## src/muldiv_cfg.svh

```systemverilog
`ifndef MULDIV_CFG_SVH
`define MULDIV_CFG_SVH

// width of operands and of the write-back result
`define MDV_XLEN 32

// divider adder width
// operand plus two sign bits
`define MDV_ADDER_W 34

// number of EXEC cycles per division
// the idle cycle does one more step on its own
`define MDV_ITER 32

// iteration counter, wide enough to hold MDV_ITER
`define MDV_CNT_W 6

`endif
```

## src/muldiv_pkg.sv

```systemverilog
`default_nettype none

`include "muldiv_cfg.svh"

package muldiv_pkg;

  // divide opcodes as seen from the decoder
  typedef enum logic [1:0] {
    OP_DIV  = 2'd0,
    OP_DIVU = 2'd1,
    OP_REM  = 2'd2,
    OP_REMU = 2'd3
  } div_op_e;

  // divider FSM states
  typedef enum logic [2:0] {
    ST_IDLE      = 3'd0,
    ST_EXEC      = 3'd1,
    ST_REMD_CHCK = 3'd2,
    ST_QUOT_CORR = 3'd3,
    ST_REMD_CORR = 3'd4
  } div_state_e;

  // issued request, b2b is the decoder's back-to-back mark
  typedef struct packed {
    logic [`MDV_XLEN-1:0] rs1;
    logic [`MDV_XLEN-1:0] rs2;
    div_op_e              op;
    logic                 b2b;
  } div_req_t;

  // one operation on the shared 34-bit adder
  typedef struct packed {
    logic [`MDV_ADDER_W-1:0] op1;
    logic [`MDV_ADDER_W-1:0] op2;
    logic                    sub;
  } adder_req_t;

  // per-cycle strobes, FSM to datapath
  typedef struct packed {
    logic first;
    logic iter;
    logic last;
    logic chck;
    logic quot_corr;
    logic remd_corr;
  } div_step_t;

endpackage

`default_nettype wire

```

## src/muldiv_top.sv

```systemverilog
`timescale 1ns/100ps
`default_nettype none

`include "muldiv_cfg.svh"

module muldiv_top (
  input  wire                       clk,
  input  wire                       i_rst_n,
  input  wire                       i_valid,
  input  wire muldiv_pkg::div_req_t i_req,
  input  wire                       i_flush,
  input  wire                       o_ready,
  output logic                      i_ready,
  output logic                      o_valid,
  output logic [`MDV_XLEN-1:0]      o_wdat
);
  import muldiv_pkg::*;

  div_step_t            step;
  logic                 need_corr;
  logic                 b2b_hit;
  logic                 res_ready;
  logic                 special;
  logic                 sel_quot;
  logic [`MDV_XLEN-1:0] special_res;
  logic [`MDV_XLEN-1:0] quot;
  logic [`MDV_XLEN-1:0] remd;
  logic [`MDV_XLEN-1:0] quot_r;
  logic [`MDV_XLEN-1:0] remd_r;

  div_special div_special_i (
    .i_req         (i_req),
    .o_special     (special),
    .o_special_res (special_res)
  );

  div_ctrl div_ctrl_i (
    .clk         (clk),
    .i_rst_n     (i_rst_n),
    .i_valid     (i_valid),
    .i_flush     (i_flush),
    .i_ready_out (o_ready),
    .i_op        (i_req.op),
    .i_b2b       (i_req.b2b),
    .i_special   (special),
    .i_need_corr (need_corr),
    .o_step      (step),
    .o_b2b_hit   (b2b_hit),
    .o_res_ready (res_ready)
  );

  div_datapath div_datapath_i (
    .clk         (clk),
    .i_rst_n     (i_rst_n),
    .i_req       (i_req),
    .i_step      (step),
    .o_need_corr (need_corr),
    .o_quot      (quot),
    .o_remd      (remd),
    .o_quot_r    (quot_r),
    .o_remd_r    (remd_r)
  );

  //////////////////////////////////////////////////
  // write-back

  // issuer holds i_valid, so both sides just wait for the result
  assign o_valid = i_valid & res_ready;
  assign i_ready = o_ready & res_ready;

  assign sel_quot = (i_req.op == OP_DIV) || (i_req.op == OP_DIVU);

  // special first, then stored b2b value, then the live divider
  assign o_wdat = special ? special_res
                : b2b_hit ? (sel_quot ? quot_r : remd_r)
                : (sel_quot ? quot : remd);

endmodule

`default_nettype wire

```

## src/div_datapath.sv

```systemverilog
`timescale 1ns/100ps
`default_nettype none

`include "muldiv_cfg.svh"

module div_datapath (
  input  wire                        clk,
  input  wire                        i_rst_n,
  input  wire muldiv_pkg::div_req_t  i_req,
  input  wire muldiv_pkg::div_step_t i_step,
  output logic                       o_need_corr,
  output logic [`MDV_XLEN-1:0]       o_quot,
  output logic [`MDV_XLEN-1:0]       o_remd,
  output logic [`MDV_XLEN-1:0]       o_quot_r,
  output logic [`MDV_XLEN-1:0]       o_remd_r
);
  import muldiv_pkg::*;

  localparam int XW = `MDV_XLEN;
  localparam int AW = `MDV_ADDER_W;
  // partial register width, operand plus sign
  localparam int RW = `MDV_XLEN + 1;

  logic          rs1_sgn;
  logic          rs2_sgn;
  logic [AW-1:0] divisor;
  logic          quot0;
  logic          prev_quot;
  adder_req_t    add_req;
  logic [AW-1:0] add_res;
  logic          cur_quot;
  logic [RW-1:0] exe_low;
  logic [RW-1:0] exe_remd_sh;
  logic [RW-1:0] exe_quot_sh;
  logic [RW-1:0] div_remd;
  logic [RW-1:0] div_quot;
  logic [RW-1:0] part_remd_r;
  logic [RW-1:0] part_quot_r;
  logic          remd_sft1_r;
  logic          remd_fix_r;
  logic          step_adv;
  logic          remd_wr;
  logic          remd_is_0;
  logic          remd_is_neg_divs;
  logic          remd_is_divs;
  logic          remd_inc_quot_dec;

  //////////////////////////////////////////////////
  // operands

  // unsigned ops see a zero sign bit
  assign rs1_sgn = (i_req.op == OP_DIV) || (i_req.op == OP_REM) ? i_req.rs1[XW-1] : 1'b0;
  assign rs2_sgn = (i_req.op == OP_DIV) || (i_req.op == OP_REM) ? i_req.rs2[XW-1] : 1'b0;
  assign divisor = {rs2_sgn, rs2_sgn, i_req.rs2};

  // first quotient digit: -1 when signs differ
  assign quot0     = ~(rs1_sgn ^ rs2_sgn);
  assign prev_quot = i_step.first ? quot0 : part_quot_r[0];

  //////////////////////////////////////////////////
  // adder operation per state

  assign remd_inc_quot_dec = part_remd_r[RW-1] ^ divisor[AW-1];

  always_comb begin
    add_req = '0;
    if (i_step.first || i_step.iter) begin
      // non-restoring step, subtract after a 1 digit, add after -1
      add_req.op1 = i_step.first ? {AW{rs1_sgn}} : {remd_sft1_r, part_remd_r};
      add_req.op2 = divisor;
      add_req.sub = prev_quot;
    end else if (i_step.chck) begin
      // remd + divisor, zero means remd == -divisor
      add_req.op1 = {part_remd_r[RW-1], part_remd_r};
      add_req.op2 = divisor;
      add_req.sub = 1'b0;
    end else if (i_step.quot_corr) begin
      add_req.op1 = {part_quot_r[RW-1], part_quot_r};
      add_req.op2 = AW'(1);
      add_req.sub = remd_inc_quot_dec;
    end else if (i_step.remd_corr) begin
      add_req.op1 = {part_remd_r[RW-1], part_remd_r};
      add_req.op2 = divisor;
      add_req.sub = ~remd_inc_quot_dec;
    end
  end

  assign add_res = add_req.op1 + (add_req.op2 ^ {AW{add_req.sub}}) + AW'(add_req.sub);

  // next digit from the sign of the new partial remainder
  assign cur_quot = ~(add_res[AW-1] ^ divisor[AW-1]);

  // low half of the shift pair, dividend bits then quotient digits
  assign exe_low     = i_step.first ? {i_req.rs1, quot0} : part_quot_r;
  assign exe_remd_sh = {add_res[XW-1:0], exe_low[RW-1]};
  assign exe_quot_sh = {exe_low[XW-1:0], cur_quot};

  //////////////////////////////////////////////////
  // results

  // remd is taken unshifted on the last step, quot lsb forced to 1
  // remd correction is combinational on the first REMD_CORR cycle
  assign div_remd = (i_step.chck || remd_fix_r) ? part_remd_r : add_res[RW-1:0];
  assign div_quot = (i_step.chck || i_step.quot_corr || i_step.remd_corr)
                  ? part_quot_r : {exe_low[XW-1:0], 1'b1};

  assign remd_is_0        = ~|part_remd_r;
  assign remd_is_neg_divs = ~|add_res;
  assign remd_is_divs     = (part_remd_r == divisor[RW-1:0]);

  // correction when remd sign is off, or remd is +/- divisor
  assign o_need_corr = i_step.chck & (((part_remd_r[RW-1] ^ rs1_sgn) & ~remd_is_0)
                                      | remd_is_neg_divs | remd_is_divs);

  //////////////////////////////////////////////////
  // partial remainder / quotient

  assign step_adv = i_step.first | (i_step.iter & ~i_step.last);
  // corrected remd written once, stays put under back-pressure
  assign remd_wr  = i_step.remd_corr & ~remd_fix_r;

  always_ff @(posedge clk) begin
    if (!i_rst_n) begin
      part_remd_r <= '0;
      part_quot_r <= '0;
      remd_sft1_r <= 1'b0;
      remd_fix_r  <= 1'b0;
    end else begin
      if (step_adv) begin
        part_remd_r <= exe_remd_sh;
      end else if (i_step.last || remd_wr) begin
        part_remd_r <= add_res[RW-1:0];
      end
      if (step_adv) begin
        part_quot_r <= exe_quot_sh;
      end else if (i_step.last) begin
        part_quot_r <= div_quot;
      end else if (i_step.quot_corr) begin
        part_quot_r <= add_res[RW-1:0];
      end
      // adder bit 32 that drops out of the 33-bit register on the shift
      if (i_step.first || i_step.iter) begin
        remd_sft1_r <= add_res[RW-1];
      end
      remd_fix_r <= i_step.remd_corr;
    end
  end

  assign o_quot   = div_quot[XW-1:0];
  assign o_remd   = div_remd[XW-1:0];
  assign o_quot_r = part_quot_r[XW-1:0];
  assign o_remd_r = part_remd_r[XW-1:0];

endmodule

`default_nettype wire

```

## src/div_ctrl.sv

```systemverilog
`timescale 1ns/100ps
`default_nettype none

`include "muldiv_cfg.svh"

module div_ctrl (
  input  wire                        clk,
  input  wire                        i_rst_n,
  input  wire                        i_valid,
  input  wire                        i_flush,
  input  wire                        i_ready_out,
  input  wire muldiv_pkg::div_op_e   i_op,
  input  wire                        i_b2b,
  input  wire                        i_special,
  input  wire                        i_need_corr,
  output muldiv_pkg::div_step_t      o_step,
  output logic                       o_b2b_hit,
  output logic                       o_res_ready
);
  import muldiv_pkg::*;

  div_state_e            state_r;
  div_state_e            state_nxt;
  logic [`MDV_CNT_W-1:0] cnt_r;
  logic                  flushed_r;
  logic                  sta_idle;
  logic                  sta_exec;
  logic                  sta_chck;
  logic                  sta_quot_corr;
  logic                  sta_remd_corr;
  logic                  start;
  logic                  last;
  logic                  out_hsk;

  //////////////////////////////////////////////////
  // request classification

  // stored quot/remd only reusable if no flush since the last result
  assign o_b2b_hit = i_b2b & ~flushed_r;

  assign sta_idle      = (state_r == ST_IDLE);
  assign sta_exec      = (state_r == ST_EXEC);
  assign sta_chck      = (state_r == ST_REMD_CHCK);
  assign sta_quot_corr = (state_r == ST_QUOT_CORR);
  assign sta_remd_corr = (state_r == ST_REMD_CORR);

  // a real division starts from idle, special and b2b ones never leave it
  assign start = sta_idle & i_valid & ~i_special & ~o_b2b_hit & ~i_flush;
  assign last  = sta_exec & (cnt_r == `MDV_CNT_W'(`MDV_ITER));

  // result available this cycle
  assign o_res_ready = i_special | o_b2b_hit | (sta_chck & ~i_need_corr) | sta_remd_corr;
  assign out_hsk     = i_valid & i_ready_out & o_res_ready;

  //////////////////////////////////////////////////
  // FSM

  always_comb begin
    state_nxt = state_r;
    case (state_r)
      ST_IDLE: begin
        if (start) begin
          state_nxt = ST_EXEC;
        end
      end
      ST_EXEC: begin
        if (last) begin
          state_nxt = ST_REMD_CHCK;
        end
      end
      ST_REMD_CHCK: begin
        // hold here under back-pressure
        if (i_need_corr) begin
          state_nxt = ST_QUOT_CORR;
        end else if (out_hsk) begin
          state_nxt = ST_IDLE;
        end
      end
      ST_QUOT_CORR: state_nxt = ST_REMD_CORR;
      ST_REMD_CORR: begin
        if (out_hsk) begin
          state_nxt = ST_IDLE;
        end
      end
      default: state_nxt = ST_IDLE;
    endcase
    // flush wins from any state
    if (i_flush) begin
      state_nxt = ST_IDLE;
    end
  end

  always_ff @(posedge clk) begin
    if (!i_rst_n) begin
      state_r   <= ST_IDLE;
      cnt_r     <= '0;
      flushed_r <= 1'b0;
    end else begin
      state_r <= state_nxt;
      // counter is 1 on the first EXEC cycle, idle step counts as step 0
      if (start) begin
        cnt_r <= `MDV_CNT_W'(1);
      end else if (sta_exec && !last) begin
        cnt_r <= cnt_r + 1'b1;
      end
      if (i_flush) begin
        flushed_r <= 1'b1;
      end else if (out_hsk) begin
        flushed_r <= 1'b0;
      end
    end
  end

  // strobes to datapath
  assign o_step.first     = start;
  assign o_step.iter      = sta_exec;
  assign o_step.last      = last;
  assign o_step.chck      = sta_chck;
  assign o_step.quot_corr = sta_quot_corr;
  assign o_step.remd_corr = sta_remd_corr;

endmodule

`default_nettype wire

```

## src/div_special.sv

```systemverilog
`timescale 1ns/100ps
`default_nettype none

`include "muldiv_cfg.svh"

module div_special (
  input  wire muldiv_pkg::div_req_t i_req,
  output logic                      o_special,
  output logic [`MDV_XLEN-1:0]      o_special_res
);
  import muldiv_pkg::*;

  localparam int XW = `MDV_XLEN;

  logic          is_quot_op;
  logic          div_by_0;
  logic          div_ovf;
  logic [XW-1:0] by0_res;
  logic [XW-1:0] ovf_res;

  assign is_quot_op = (i_req.op == OP_DIV) || (i_req.op == OP_DIVU);

  // divisor all zeros
  assign div_by_0 = ~|i_req.rs2;

  // signed only, most negative dividend over -1
  assign div_ovf = ((i_req.op == OP_DIV) || (i_req.op == OP_REM))
                 & (&i_req.rs2)
                 & i_req.rs1[XW-1]
                 & ~|i_req.rs1[XW-2:0];

  // x/0 gives all ones, x%0 gives x
  assign by0_res = is_quot_op ? {XW{1'b1}} : i_req.rs1;

  // quotient wraps to the dividend, remainder is 0
  assign ovf_res = is_quot_op ? {1'b1, {(XW-1){1'b0}}} : '0;

  assign o_special     = div_by_0 | div_ovf;
  assign o_special_res = div_by_0 ? by0_res : ovf_res;

endmodule

`default_nettype wire

```

## config.mk

```make
export PLATFORM = sky130hd
export DESIGN_NAME = muldiv_top
export DESIGN_NICKNAME = d
export VERILOG_FILES = /design/src/muldiv_pkg.sv /design/src/muldiv_top.sv /design/src/div_datapath.sv /design/src/div_ctrl.sv /design/src/div_special.sv
export VERILOG_INCLUDE_DIRS = /design/src
export SDC_FILE = /design/constraint.sdc
export NUM_CORES = 1
export LEC_CHECK = 0
export ABC_CLOCK_PERIOD_IN_PS = 16600
export CAP_MARGIN = 30
export CORE_MARGIN = 10
export CORE_UTILIZATION = 35
export CTS_CLUSTER_SIZE = 24
export DETAILED_ROUTE_END_ITERATION = 12
export DONT_BUFFER_PORTS = 1
export PLACE_DENSITY_LB_ADDON = 0.2
export SLEW_MARGIN = 20
export SYNTH_ARGS = -nofsm -noshare
export SYNTH_HDL_FRONTEND = slang
export SYNTH_SLANG_ARGS = --single-unit
```

## constraint.sdc

```tcl
create_clock -name clk -period 16.6 [get_ports clk]
set_clock_uncertainty 0.15 [all_clocks]
set_input_delay 4.15 -clock clk [delete_from_list [all_inputs] [get_ports clk]]
set_output_delay 4.15 -clock clk [all_outputs]
set_load 0.01 [all_outputs]
```

## Word-level counts from Yosys, hierarchy flattened

Index checks and enable logic that the tools add are counted.

- Memories kept: 0
- Bits in writable memories: 0
- ROM bits: 0
- Input port bits: 72
- Logic and storage cells: 123
- Bits in latches: 0
- Flip-flop bits (word level): 78
- Output and inout bits: 34

- Shift operators: 0
- Equality and inequality tests: 11
- Add/sub/neg operators: 3
- Reduce and logical (&&, ||, !) cells: 27
- Div/mod/pow operators: 0
- Bitwise logic cells: 41
- Multiplexer cells: 32
- Multiply operators: 0
- Order comparisons: 0

Operators with widths:

| kind | count |
|---|---|
| $mux W69 | 4 |
| $mux W32 | 8 |
| $mux W33 | 7 |
| $add A34 B1 Y34 | 1 |
| $add A34 B34 Y34 | 1 |
| $mux W34 | 1 |
| $reduce_or A34 Y1 | 1 |
| $xor A34 B34 Y34 | 1 |
| $eq A33 B33 Y1 | 1 |
| $reduce_or A33 Y1 | 1 |
| $reduce_and A32 Y1 | 1 |
| $reduce_or A32 Y1 | 1 |
| $reduce_or A31 Y1 | 1 |
| $and A1 B1 Y1 | 18 |
| $pmux W3 S5 | 1 |
| $mux W3 | 4 |
| $not A1 Y1 | 11 |
| $logic_or A1 B1 Y1 | 7 |
| $mux W1 | 7 |
| $or A1 B1 Y1 | 7 |
| $add A6 B1 Y6 const B | 1 |
| $eq A3 B2 Y1 const B | 2 |
| $eq A6 B6 Y1 const B | 1 |
| $reduce_bool A2 Y1 | 3 |
| 14 further kinds | 23 |

## Depth between registers and ports, before layout

Gate-level depths: netlist of run 1.

- Depth after elaboration: 28
- Gate-level depth with buffers: 26
- Gate-level depth less buffers: 21

## Modules after synthesis

A second synthesis of run 1 with hierarchy kept.

- Cells, all modules: 1578
- Area total of the unflattened synthesis: 11055.6 µm²

Modules (own cells, without submodules):

| module | cells each | area an instance (µm²) | sequential area each (µm²) | times used |
|---|---|---|---|---|
| div_datapath | 1207 | 8431.8 | 1361.3 | 1 |
| muldiv_top | 185 | 1425.1 | 0.0 | 1 |
| div_ctrl | 80 | 663.1 | 200.2 | 1 |
| div_special | 106 | 535.5 | 0.0 | 1 |

## Worst setup path before layout of run 1

No wires, ideal clock.

- Path type: input port to output port
- From: input port i_req[49] in the netlist's numbering
- To: output port i_ready
- Arrival time: 9766 ps
- Path slack: 2534 ps
- Buffers on the path: 3
- Stages on the path: 22
- Data required time: 12300 ps
- Path through: nand4b_1 -> or4_1 -> or3_4 -> o21ai_4 -> buf_2 -> clkbuf_1 -> o21ai_1 -> clkbuf_1 -> xnor2_1 -> ha_1 -> and2_1 -> a2111oi_0 -> o211ai_1 -> a31oi_1 -> nor2b_1 -> nor2_1 -> a211oi_1 -> or4_1 -> nand4_1 -> and4bb_1 -> a21o_1 -> a21boi_1

- Longest elaborated chain between the ends: 23
- Elaborated cells on any way between the ends: 26
- Those cells by class: 2 x add/sub; 3 x mux; 16 x bitwise; 5 x reduce/logical

RTL lines:

| what | line | RTL |
|---|---|---|
| start: declaration | muldiv_top.sv:10 | `input wire muldiv_pkg::div_req_t i_req,` |
| $reduce_or A31 Y1 (*) | div_special.sv:30 | `& ~\|i_req.rs1[XW-2:0];` |
| $logic_not A1 Y1 (*) | div_special.sv:30 |  |
| $and A1 B1 Y1 (*) | div_special.sv:30 |  |
| $or A1 B1 Y1 (*) | div_special.sv:38 | `assign o_special = div_by_0 \| div_ovf;` |
| $not A1 Y1 | div_ctrl.sv:48 | `assign start = sta_idle & i_valid & ~i_special & ~o_b2b_hit & ~i_flush;` |
| $and A1 B1 Y1 (3 in a row) | div_ctrl.sv:48 |  |
| $mux W1 or $logic_or A1 B1 Y1 (tied branches) | div_datapath.sv:58, div_datapath.sv:67 |  |
| $mux W69 | div_datapath.sv:67 | `if (i_step.first \|\| i_step.iter) begin` |
| (+3 left out) | -- |  |
| $reduce_or A34 Y1 | div_datapath.sv:108 | `assign remd_is_neg_divs = ~\|add_res;` |
| $logic_not A1 Y1 | div_datapath.sv:108 |  |
| $or A1 B1 Y1 (2 in a row) | div_datapath.sv:113 | `\| remd_is_neg_divs \| remd_is_divs);` |
| $and A1 B1 Y1 | div_datapath.sv:112 | `assign o_need_corr = i_step.chck & (((part_remd_r[RW-1] ^ rs1_sgn) & ~remd_is_0)` |
| $not A1 Y1 | div_ctrl.sv:52 | `assign o_res_ready = i_special \| o_b2b_hit \| (sta_chck & ~i_need_corr) \| sta_remd_corr;` |
| $and A1 B1 Y1 | div_ctrl.sv:52 |  |
| $or A1 B1 Y1 (*) (2 in a row) | div_ctrl.sv:52 |  |
| $and A1 B1 Y1 (*) | muldiv_top.sv:69 | `assign i_ready = o_ready & res_ready;` |
| end: declaration | muldiv_top.sv:13 | `output logic i_ready,` |

Mark *: on every way between the ends. The rest lies on a longest branch, timed or not.

## Worst setup path after layout of run 1

- From: input port i_req[1] in the netlist's numbering
- To: output port i_ready

- Longest elaborated chain between the ends: 25
- Elaborated cells on any way between the ends: 41
- Those cells by class: 2 x add/sub; 2 x eq/ne; 8 x mux; 24 x bitwise; 5 x reduce/logical

RTL lines:

| what | line | RTL |
|---|---|---|
| $eq A2 B2 Y1 or $logic_not A2 Y1 (tied branches) | div_datapath.sv:52, div_datapath.sv:53, div_special.sv:27 |  |
| $logic_or A1 B1 Y1 (*) | div_datapath.sv:52, div_datapath.sv:53, div_special.sv:27 |  |
| $and A1 B1 Y1 | div_special.sv:28 | `& (&i_req.rs2)` |
| $and A1 B1 Y1 | div_special.sv:29 | `& i_req.rs1[XW-1]` |
| $and A1 B1 Y1 | div_special.sv:30 |  |
| $or A1 B1 Y1 | div_special.sv:38 |  |
| $not A1 Y1 | div_ctrl.sv:48 |  |
| $and A1 B1 Y1 (3 in a row) | div_ctrl.sv:48 |  |
| (+5 left out) | -- |  |
| $reduce_or A34 Y1 | div_datapath.sv:108 |  |
| $logic_not A1 Y1 | div_datapath.sv:108 |  |
| $or A1 B1 Y1 (2 in a row) | div_datapath.sv:113 |  |
| $and A1 B1 Y1 | div_datapath.sv:112 |  |
| $not A1 Y1 | div_ctrl.sv:52 |  |
| $and A1 B1 Y1 | div_ctrl.sv:52 |  |
| $or A1 B1 Y1 (*) (2 in a row) | div_ctrl.sv:52 |  |
| $and A1 B1 Y1 (*) | muldiv_top.sv:69 |  |

Marks and branches as above.

==> reports/results.md, run 1 <==
| Metric | Reported | Unit |
|---|---|---|
| Number of clock buffers inserted by TritonCTS | 9 | - |
| Run status | completed | - |
| Final min period | 15.29 | ns |
| Syn_nets | 1800 | - |
| Area growth syn-to-layout | 4.75 | % |
| Starting utilization of the core area | 35.3 | % |
| Overall track demand over capacity in global routing | 27.9 | % |
| Headroom to the max-slew limit | 32.0 | % |
| Average routed wire per standard cell | 28.5 | um |
| Compound-gate portion of the synthesized area | 33.6 | % |
| Number of global-route vias before repair | 12000 | - |
| Yosys top cell area share | 14.1 | % |
| Sink Count | 78 | - |
| Cell accounting for the most synthesized area | sky130_fd_sc_hd__dfxtp_1 | - |
| Leakage power summed over all cells | 4.11 | nW |
| Synth Cell Area | 11100 | sq um |
| Largest net degree at the start of global routing | 73 | - |
| Number of antenna violations at the first check in global routing | 1 | - |
| Cells after Synth | 1693 | - |
| Worst-path fanout max | 72 | - |
| Period Utilization, post-route | 92.1 | % |
| Critical path capture point type | primary output | - |
| Detailed-placement wirelength estimate | 42300 | um |
| Maximum clock insertion buffer count | 2 | - |
| Clock latency on the worst-skew pair | 0.37 | ns |
| Max-cap check violation count | 0 | - |
| Number of enable-type register cells in the synthesized netlist | 0 | - |
| Top-level I/O count | 106 | - |
| Antenna violation net count after detailed routing | 0 | - |
| Max VDD drop | 52.8 | uV |
| Clock-pin transition on the worst setup and hold timing paths | 0.06 | ns |
| Most repeated cell in the gate-level netlist after synthesis | sky130_fd_sc_hd__nand2_1 | - |
| Design area | 11600 | sq um |
| Number of vias per cell | 6.71 | - |
| Signal arrival time at the worst endpoint | 10.99 | ns |
| Share of synthesized area spent on multiplexers | 7.03 | % |
| Final total power | 0.000778 | W |
| Synth Area in Adders | 4.02 | % |
| Power per standard cell area | 67.0 | nW/um^2 |
| First drt pass iteration count | 6 | - |
| Placement Rows | 65 | - |
| RSZ-0062 raised after global routing | false | - |
| Number of DRC markers after the initial detailed-route iteration | 2285 | - |
| Worst Tran Pin Value | 1.02 | ns |
| Number of input and output port buffers inserted | 0 | - |
| Post-Syn Area per Cell | 6.55 | sq um |
| Number of distinct library cell variants in the gate-level netlist after synthesis | 80 | - |
| Fraction of final layout cells sized beyond drive strength 1 | 7.29 | % |
| Height of the chip | 198 | um |
| Category of the worst setup path launch point | input pin | - |
| CORE AREA | 31400 | sq um |
| Post-synthesis share of cell area spent on and, or, nand and nor gates | 27.9 | % |
| Post-CTS setup-driven buffer insertion count | 0 | - |
| Die Outline Area | 39200 | sq um |
| Total congestion overflow after global routing | 0 | - |
| Sequential fraction of the synthesis area | 14.1 | % |
| Aggregate negative setup slack | 0 | ns |
| Width of the die | 198 | um |
| Wire length of the first global-routing pass | 83000 | um |
| Post-cts repair resize count | 0 | - |
| Fraction of synthesis flops using an asynchronous set or reset pin | 0 | % |
| Commonest cells in the synthesized netlist | sky130_fd_sc_hd__nand2_1, sky130_fd_sc_hd__nor2_1, sky130_fd_sc_hd__clkbuf_1 | - |
| Depth of the CTS H-tree | 3 | - |
| Clock root buffer master | sky130_fd_sc_hd__clkbuf_16 | - |
| CTS hold repair buffers | 0 | - |
| Primary flip-flop cell chosen by synthesis mapping | sky130_fd_sc_hd__dfxtp_1 | - |
| Seq cells post-synth | 78 | - |
| Worst Setup Path Type | input pin to primary output | - |
| Biggest area contributors in the synthesized netlist | sky130_fd_sc_hd__dfxtp_1, sky130_fd_sc_hd__nand2_1, sky130_fd_sc_hd__nor2_1 | - |
| Gp weighted congestion | 0.970 | - |
| Via Count | 13300 | - |
| Xor/xnor cell area share of the yosys netlist | 7.27 | % |
| Timing-limited maximum frequency | 0.0654 | GHz |
| Number of design rule violations left after detail routing | 0 | - |
| CTS tree | built | - |
| Post-placement cell area | 11300 | sq um |
| Type of the tightest min-delay check | flop to flop | - |
| Dominant combinational cell family by area after synthesis | compound AO/OA/AOI/OAI gates | - |
| CP required | 12.30 | ns |
| Final hold vios | 0 | - |
| WL final | 56400 | um |
| Number of warnings issued by yosys | 0 | - |
| # setup viols final | 0 | - |
| Final #Nets | 1680 | - |
| Pins Over Slew Limit | 0 | - |
-- worst paths after layout --
kind | endpoint | cells after the start | start | slack, ns
setup / recovery | i_ready | 20 | i_req[1] | 1.31
hold / removal | div_ctrl_i.cnt_r[1] | 2 | div_ctrl_i.cnt_r[1] | 0.34
setup reg to reg | div_ctrl_i.flushed_r | 20 | div_ctrl_i.state_r[1] | 9.10
hold reg to reg | div_ctrl_i.cnt_r[1] | 2 | div_ctrl_i.cnt_r[1] | 0.34
-- metrics by stage --
stage | hold WS (ns) | utilization (%) | setup slack [ns] | std cells
detailed placement | 0.326 | 35.9 | 1.18 | 1962
global route | 0.396 | 37.0 | 0.966 | 1980
global placement | 0.315 | 35.8 | 1.09 | 1961
floorplan | 0.303 | - | 2.53 | 1693
finish | 0.336 | 37.0 | 1.31 | 1982
CTS | 0.336 | 36.9 | 1.16 | 1978
-- final cells by class --
type | count | area [sq um]
Fill cell | 3439 | 19800
Sequential cell | 78 | 1560
Clock inverter | 5 | 56.3
Multi-Input combinational cell | 1435 | 8890
Inverter | 13 | 48.8
Tap cell | 402 | 503
Antenna cell | 2 | 5.00
Clock buffer | 11 | 253
Timing Repair Buffer | 36 | 287
-- worst max-delay path, cell delays in order --
cell                       delay [ns]
sky130_fd_sc_hd__nand2b_1        0.21
sky130_fd_sc_hd__nor4_2          0.64
sky130_fd_sc_hd__nand3_1         0.38
sky130_fd_sc_hd__o21ai_4         0.28
sky130_fd_sc_hd__buf_4           0.75
sky130_fd_sc_hd__a22o_2          0.38
sky130_fd_sc_hd__nand2_1         0.11
sky130_fd_sc_hd__fa_1            0.51
sky130_fd_sc_hd__a21o_1          0.23
sky130_fd_sc_hd__a221oi_2        0.49
sky130_fd_sc_hd__or3_1           0.34
sky130_fd_sc_hd__a41oi_1         0.17
sky130_fd_sc_hd__xnor2_1         0.81
sky130_fd_sc_hd__nand4b_1        0.20
sky130_fd_sc_hd__nor4_1          0.24
sky130_fd_sc_hd__and4_1          0.25
sky130_fd_sc_hd__nand4_1         0.09
sky130_fd_sc_hd__and4bb_1        0.41
sky130_fd_sc_hd__a21o_1          0.19
sky130_fd_sc_hd__a21boi_1        0.12
-- registers in the layout (all words and copies together) (netlist names) --
name and flops:
div_ctrl_i.flushed_r 1, div_datapath_i.remd_sft1_r 1, div_datapath_i.remd_fix_r 1, div_ctrl_i.state_r 3, div_datapath_i.part_quot_r 33, div_ctrl_i.cnt_r 6
div_datapath_i.part_remd_r 33
-- report_power, final --
group | total (W) | leakage [nW] | switching [W] | internal (W)
registers | 0.000241 | 0.639 | 0.0000402 | 0.000201
logic | 0.000321 | 3.32 | 0.000209 | 0.000112
clock network | 0.000216 | 0.152 | 0.0000913 | 0.000125
-- routing by layer --
| layer | GRT usage [%] | up-vias | wire [um] |
|---|---|---|---|
| met1 | 40.8 | 6275 | 24400 |
| met2 | 39.1 | 938 | 22600 |
| met4 | 7.12 | 0 | 1190 |
| li1 | - | 6005 | - |
| met5 | 0 | - | 0 |
| met3 | 7.20 | 81 | 8190 |
-- cell usage in the layout (no fill, tap or decap), types with 21 or more instances in the layout --
master                     Yosys  layout
sky130_fd_sc_hd__nor4_1       34      32
sky130_fd_sc_hd__nor3_1       57      56
sky130_fd_sc_hd__a21oi_1     126     126
sky130_fd_sc_hd__mux2i_1      34      34
sky130_fd_sc_hd__a31oi_1      21      21
sky130_fd_sc_hd__dfxtp_1      78      77
sky130_fd_sc_hd__xor2_1       27      27
sky130_fd_sc_hd__nand2_1     231     231
sky130_fd_sc_hd__and2_1       21      21
sky130_fd_sc_hd__o21ai_0     102     102
sky130_fd_sc_hd__xnor2_1      65      65
sky130_fd_sc_hd__nand3_1      38      38
sky130_fd_sc_hd__a211oi_1     60      60
sky130_fd_sc_hd__a22oi_1      48      48
sky130_fd_sc_hd__buf_4         0      33
sky130_fd_sc_hd__ha_1         34      34
sky130_fd_sc_hd__a21o_1       21      21
sky130_fd_sc_hd__nor2_1      192     189
sky130_fd_sc_hd__mux2_2       39      39
sky130_fd_sc_hd__nand4_1      23      23
sky130_fd_sc_hd__o211ai_1     81      81
-- cells by family after synthesis --
logic type / count (synthesis)
buf+inv: 180
compound gates: 564
flops: 78
mux: 73
fa+ha+maj: 35
xor+xnor: 92
simple gates: 671
No activity file was read; power rests on OpenSTA's default activity.
==> run 2, diff against run 1 <==
--- a/config.mk
+++ b/config.mk
@@ -13,7 +13,7 @@
 export CTS_CLUSTER_SIZE = 24
 export DETAILED_ROUTE_END_ITERATION = 12
 export DONT_BUFFER_PORTS = 1
-export PLACE_DENSITY_LB_ADDON = 0.2
+export PLACE_DENSITY = 0.46
 export SLEW_MARGIN = 20
 export SYNTH_ARGS = -nofsm -noshare
 export SYNTH_HDL_FRONTEND = slang
==> reports/results.md, run 2 (synthesis gave the netlist of run 1 again) <==
| Metric | Reported | Unit | vs previous |
|---|---|---|---|
| Max-cap check violation count | 0 | - | unchanged |
| Clock root buffer master | sky130_fd_sc_hd__clkbuf_16 | - | unchanged |
| Post-CTS setup-driven buffer insertion count | 0 | - | unchanged |
| Total congestion overflow after global routing | 0 | - | unchanged |
| Number of input and output port buffers inserted | 0 | - | unchanged |
| Overall track demand over capacity in global routing | 28.6 | % | was 27.9% |
| Number of design rule violations left after detail routing | 0 | - | unchanged |
| Number of DRC markers after the initial detailed-route iteration | 2226 | - | was 2285 |
| Commonest non-fill, non-tap cell in the layout | sky130_fd_sc_hd__nand2_1 | - | unchanged |
| Final min period | 15.11 | ns | was 15.29 ns |
| Number of clock buffers inserted by TritonCTS | 9 | - | unchanged |
| Worst reg2reg path startpoint | div_ctrl_i.state_r[1] | - | unchanged |
| Wire length of the first global-routing pass | 84700 | um | was 83000 um |
| Register-to-Register Path Depth | 21 | - | was 20 |
| Clock latency on the worst-skew pair | 0.37 | ns | about the same |
| CTS tree | built | - | unchanged |
| Final hold vios | 0 | - | unchanged |
| Top-level I/O count | 106 | - | unchanged |
| List of cells traversed by the critical path | nand4b_1 > or4_1 > or3_4 > nor2_1 > nor2_4 > or3_2 > nand2_1 > xnor2_1 > fa_1 > a21o_1 > a221oi_2 > or3_1 > a41o_1 > a21oi_1 > o41ai_1 > xnor2_1 > a221oi_1 > nand4_1 > and4bb_1 > a21o_1 > a21boi_1 | - | was nand2b_1 > nor4_2 > nand3_1 > o21ai_4 > buf_4 > a22o_2 > nand2_1 > fa_1 > a21o_1 > a221oi_2 > or3_1 > a41oi_1 > xnor2_1 > nand4b_1 > nor4_1 > and4_1 > nand4_1 > and4bb_1 > a21o_1 > a21boi_1 |
| Largest net degree at the start of global routing | 69 | - | was 73 |
| Top flop regs | div_datapath_i.part_quot_r x33, div_datapath_i.part_remd_r x33, div_ctrl_i.cnt_r x6 | - | unchanged |
| RSZ-0062 raised after global routing | false | - | unchanged |
| Type of the tightest min-delay check | flop to flop | - | unchanged |
| Launch point of the worst path | i_req[49] | - | was i_req[1] |
| Category of the worst setup path launch point | input pin | - | unchanged |
| Final total power | 0.000765 | W | was 0.000778 W |
| Crit-path slowest cell | sky130_fd_sc_hd__or3_2 | - | was sky130_fd_sc_hd__xnor2_1 |
| Height of the chip | 198 | um | unchanged |
| First drt pass iteration count | 6 | - | unchanged |
| Worst-path fanout max | 32 | - | was 72 |
| Sink Count | 78 | - | unchanged |
| Final #Nets | 1684 | - | was 1680 |
| Leakage power summed over all cells | 4.11 | nW | about the same |
| Clock-pin transition on the worst setup and hold timing paths | 0.06 | ns | about the same |
| Area of the multi-input gates | 8890 | sq um | about the same |
| Depth of the CTS H-tree | 3 | - | unchanged |
| Most used cells in the layout excluding fill and tap cells | sky130_fd_sc_hd__nand2_1, sky130_fd_sc_hd__nor2_1, sky130_fd_sc_hd__a21oi_1, sky130_fd_sc_hd__o21ai_0, sky130_fd_sc_hd__o211ai_1 | - | unchanged |
| Fillers | 3425 | - | was 3439 |
| Number of antenna violations at the first check in global routing | 1 | - | unchanged |
| Width of the die | 198 | um | unchanged |
| Worst Setup Path Type | input pin to primary output | - | unchanged |
| Antenna violation net count after detailed routing | 0 | - | unchanged |
| Headroom to the max-slew limit | 33.3 | % | was 32.0% |
| Register cell area after layout | 1560 | sq um | unchanged |
| Average routed wire per standard cell | 29.0 | um | was 28.5 um |
| Worst Tran Pin Value | 0.997 | ns | was 1.02 ns |
| Die Outline Area | 39200 | sq um | unchanged |
| Number of vias per cell | 6.70 | - | was 6.71 |
| Worst reg-to-reg setup slack | 9.45 | ns | was 9.10 ns |
| Fraction of final layout cells sized beyond drive strength 1 | 7.41 | % | was 7.29% |
| Run status | completed | - | unchanged |
| # setup viols final | 0 | - | unchanged |
| Placement Rows | 65 | - | unchanged |
| Gp weighted congestion | 0.946 | - | was 0.970 |
| Max VDD drop | 50.5 | uV | was 52.8 uV |
| Timing-limited maximum frequency | 0.0662 | GHz | was 0.0654 GHz |
| Power per standard cell area | 66.0 | nW/um^2 | was 67.0 nW/um^2 |
| Post-cts repair resize count | 0 | - | unchanged |
| ANT cells | 0 | - | was 2 |
| Pins Over Slew Limit | 0 | - | unchanged |
| Aggregate negative setup slack | 0 | ns | unchanged |
| Signal arrival time at the worst endpoint | 10.81 | ns | was 10.99 ns |
| CP required | 12.30 | ns | about the same |
| Maximum clock insertion buffer count | 2 | - | unchanged |
| Critical path capture point type | primary output | - | unchanged |
| Max incr delay on CP | 0.81 | ns | about the same |
| Area growth syn-to-layout | 4.56 | % | was 4.75% |
| Detailed-placement wirelength estimate | 43400 | um | was 42300 um |
| Starting utilization of the core area | 35.3 | % | unchanged |
| CTS hold repair buffers | 0 | - | unchanged |
| Via Count | 13300 | - | about the same |
| Endpoint of the worst setup timing path | o_valid | - | was i_ready |
| WL final | 57500 | um | was 56400 um |
| Period Utilization, post-route | 91.1 | % | was 92.1% |
| CORE AREA | 31400 | sq um | unchanged |
| Number of global-route vias before repair | 12000 | - | about the same |
| FF-to-FF End | div_ctrl_i.state_r[1] | - | was div_ctrl_i.flushed_r |
## run 2: final cells by class
| class | instances | area share (%) |
|---|---|---|
| inverters | 13 | 0.421 |
| multi-input cells | 1435 | 76.7 |
| clock buffers | 9 | 1.94 |
| well taps | 402 | 4.34 |
| repair buffers | 40 | 2.65 |
| flip-flops and latches | 78 | 13.5 |
| clock inverters | 5 | 0.453 |
## run 2: power breakdown
part / switching [W] / total [W] / internal, W
Sequential: 0.0000391 / 0.000240 / 0.000201
Combinational: 0.000207 / 0.000319 / 0.000113
Clock: 0.0000915 / 0.000206 / 0.000114
## run 2: worst min-delay path by stage
stage                     slack, ns  cells after the start                  end                start
after global placement         0.32                      2  div_ctrl_i.cnt_r[1]  div_ctrl_i.cnt_r[1]
after CTS                      0.33                      2  div_ctrl_i.cnt_r[1]  div_ctrl_i.cnt_r[1]
after floorplan                0.30                      2  div_ctrl_i.cnt_r[1]  div_ctrl_i.cnt_r[1]
final                          0.33                      2  div_ctrl_i.cnt_r[1]  div_ctrl_i.cnt_r[1]
after global routing           0.35                      2  div_ctrl_i.cnt_r[1]  div_ctrl_i.cnt_r[1]
after detailed placement       0.32                      2  div_ctrl_i.cnt_r[1]  div_ctrl_i.cnt_r[1]
## run 2: worst max-delay path, delay by kind of cell
kind,cells,cell delay (ns)
adder cells (fa/ha/maj),1,0.43
XOR/XNOR,2,0.46
AO/OA/AOI/OAI,8,2.26
AND/OR/NAND/NOR,10,3.47
## run 2: metal layers
metal | track usage (%) | up-vias | wire (um)
met5 | 0 | - | 0
met4 | 6.95 | 0 | 1230
met3 | 4.62 | 67 | 5900
met2 | 41.8 | 803 | 24000
met1 | 42.1 | 6397 | 26300
li1 | - | 6012 | -
## run 2: per-stage QoR
| stage | instance area [sq um] | hold slack [ns] | setup slack, ns | util (%) | cells |
|---|---|---|---|---|---|
| 3_3_place_gp | 11300 | 0.322 | 1.07 | 35.9 | 1965 |
| 2_1_floorplan | 11100 | 0.303 | 2.53 | - | 1693 |
| 5_1_grt | 11600 | 0.347 | 1.13 | 36.9 | 1982 |
| 6_report | 11600 | 0.330 | 1.49 | 36.9 | 1982 |
| 4_1_cts | 11600 | 0.332 | 1.51 | 36.9 | 1981 |
| 3_5_place_dp | 11300 | 0.324 | 1.54 | 36.0 | 1967 |
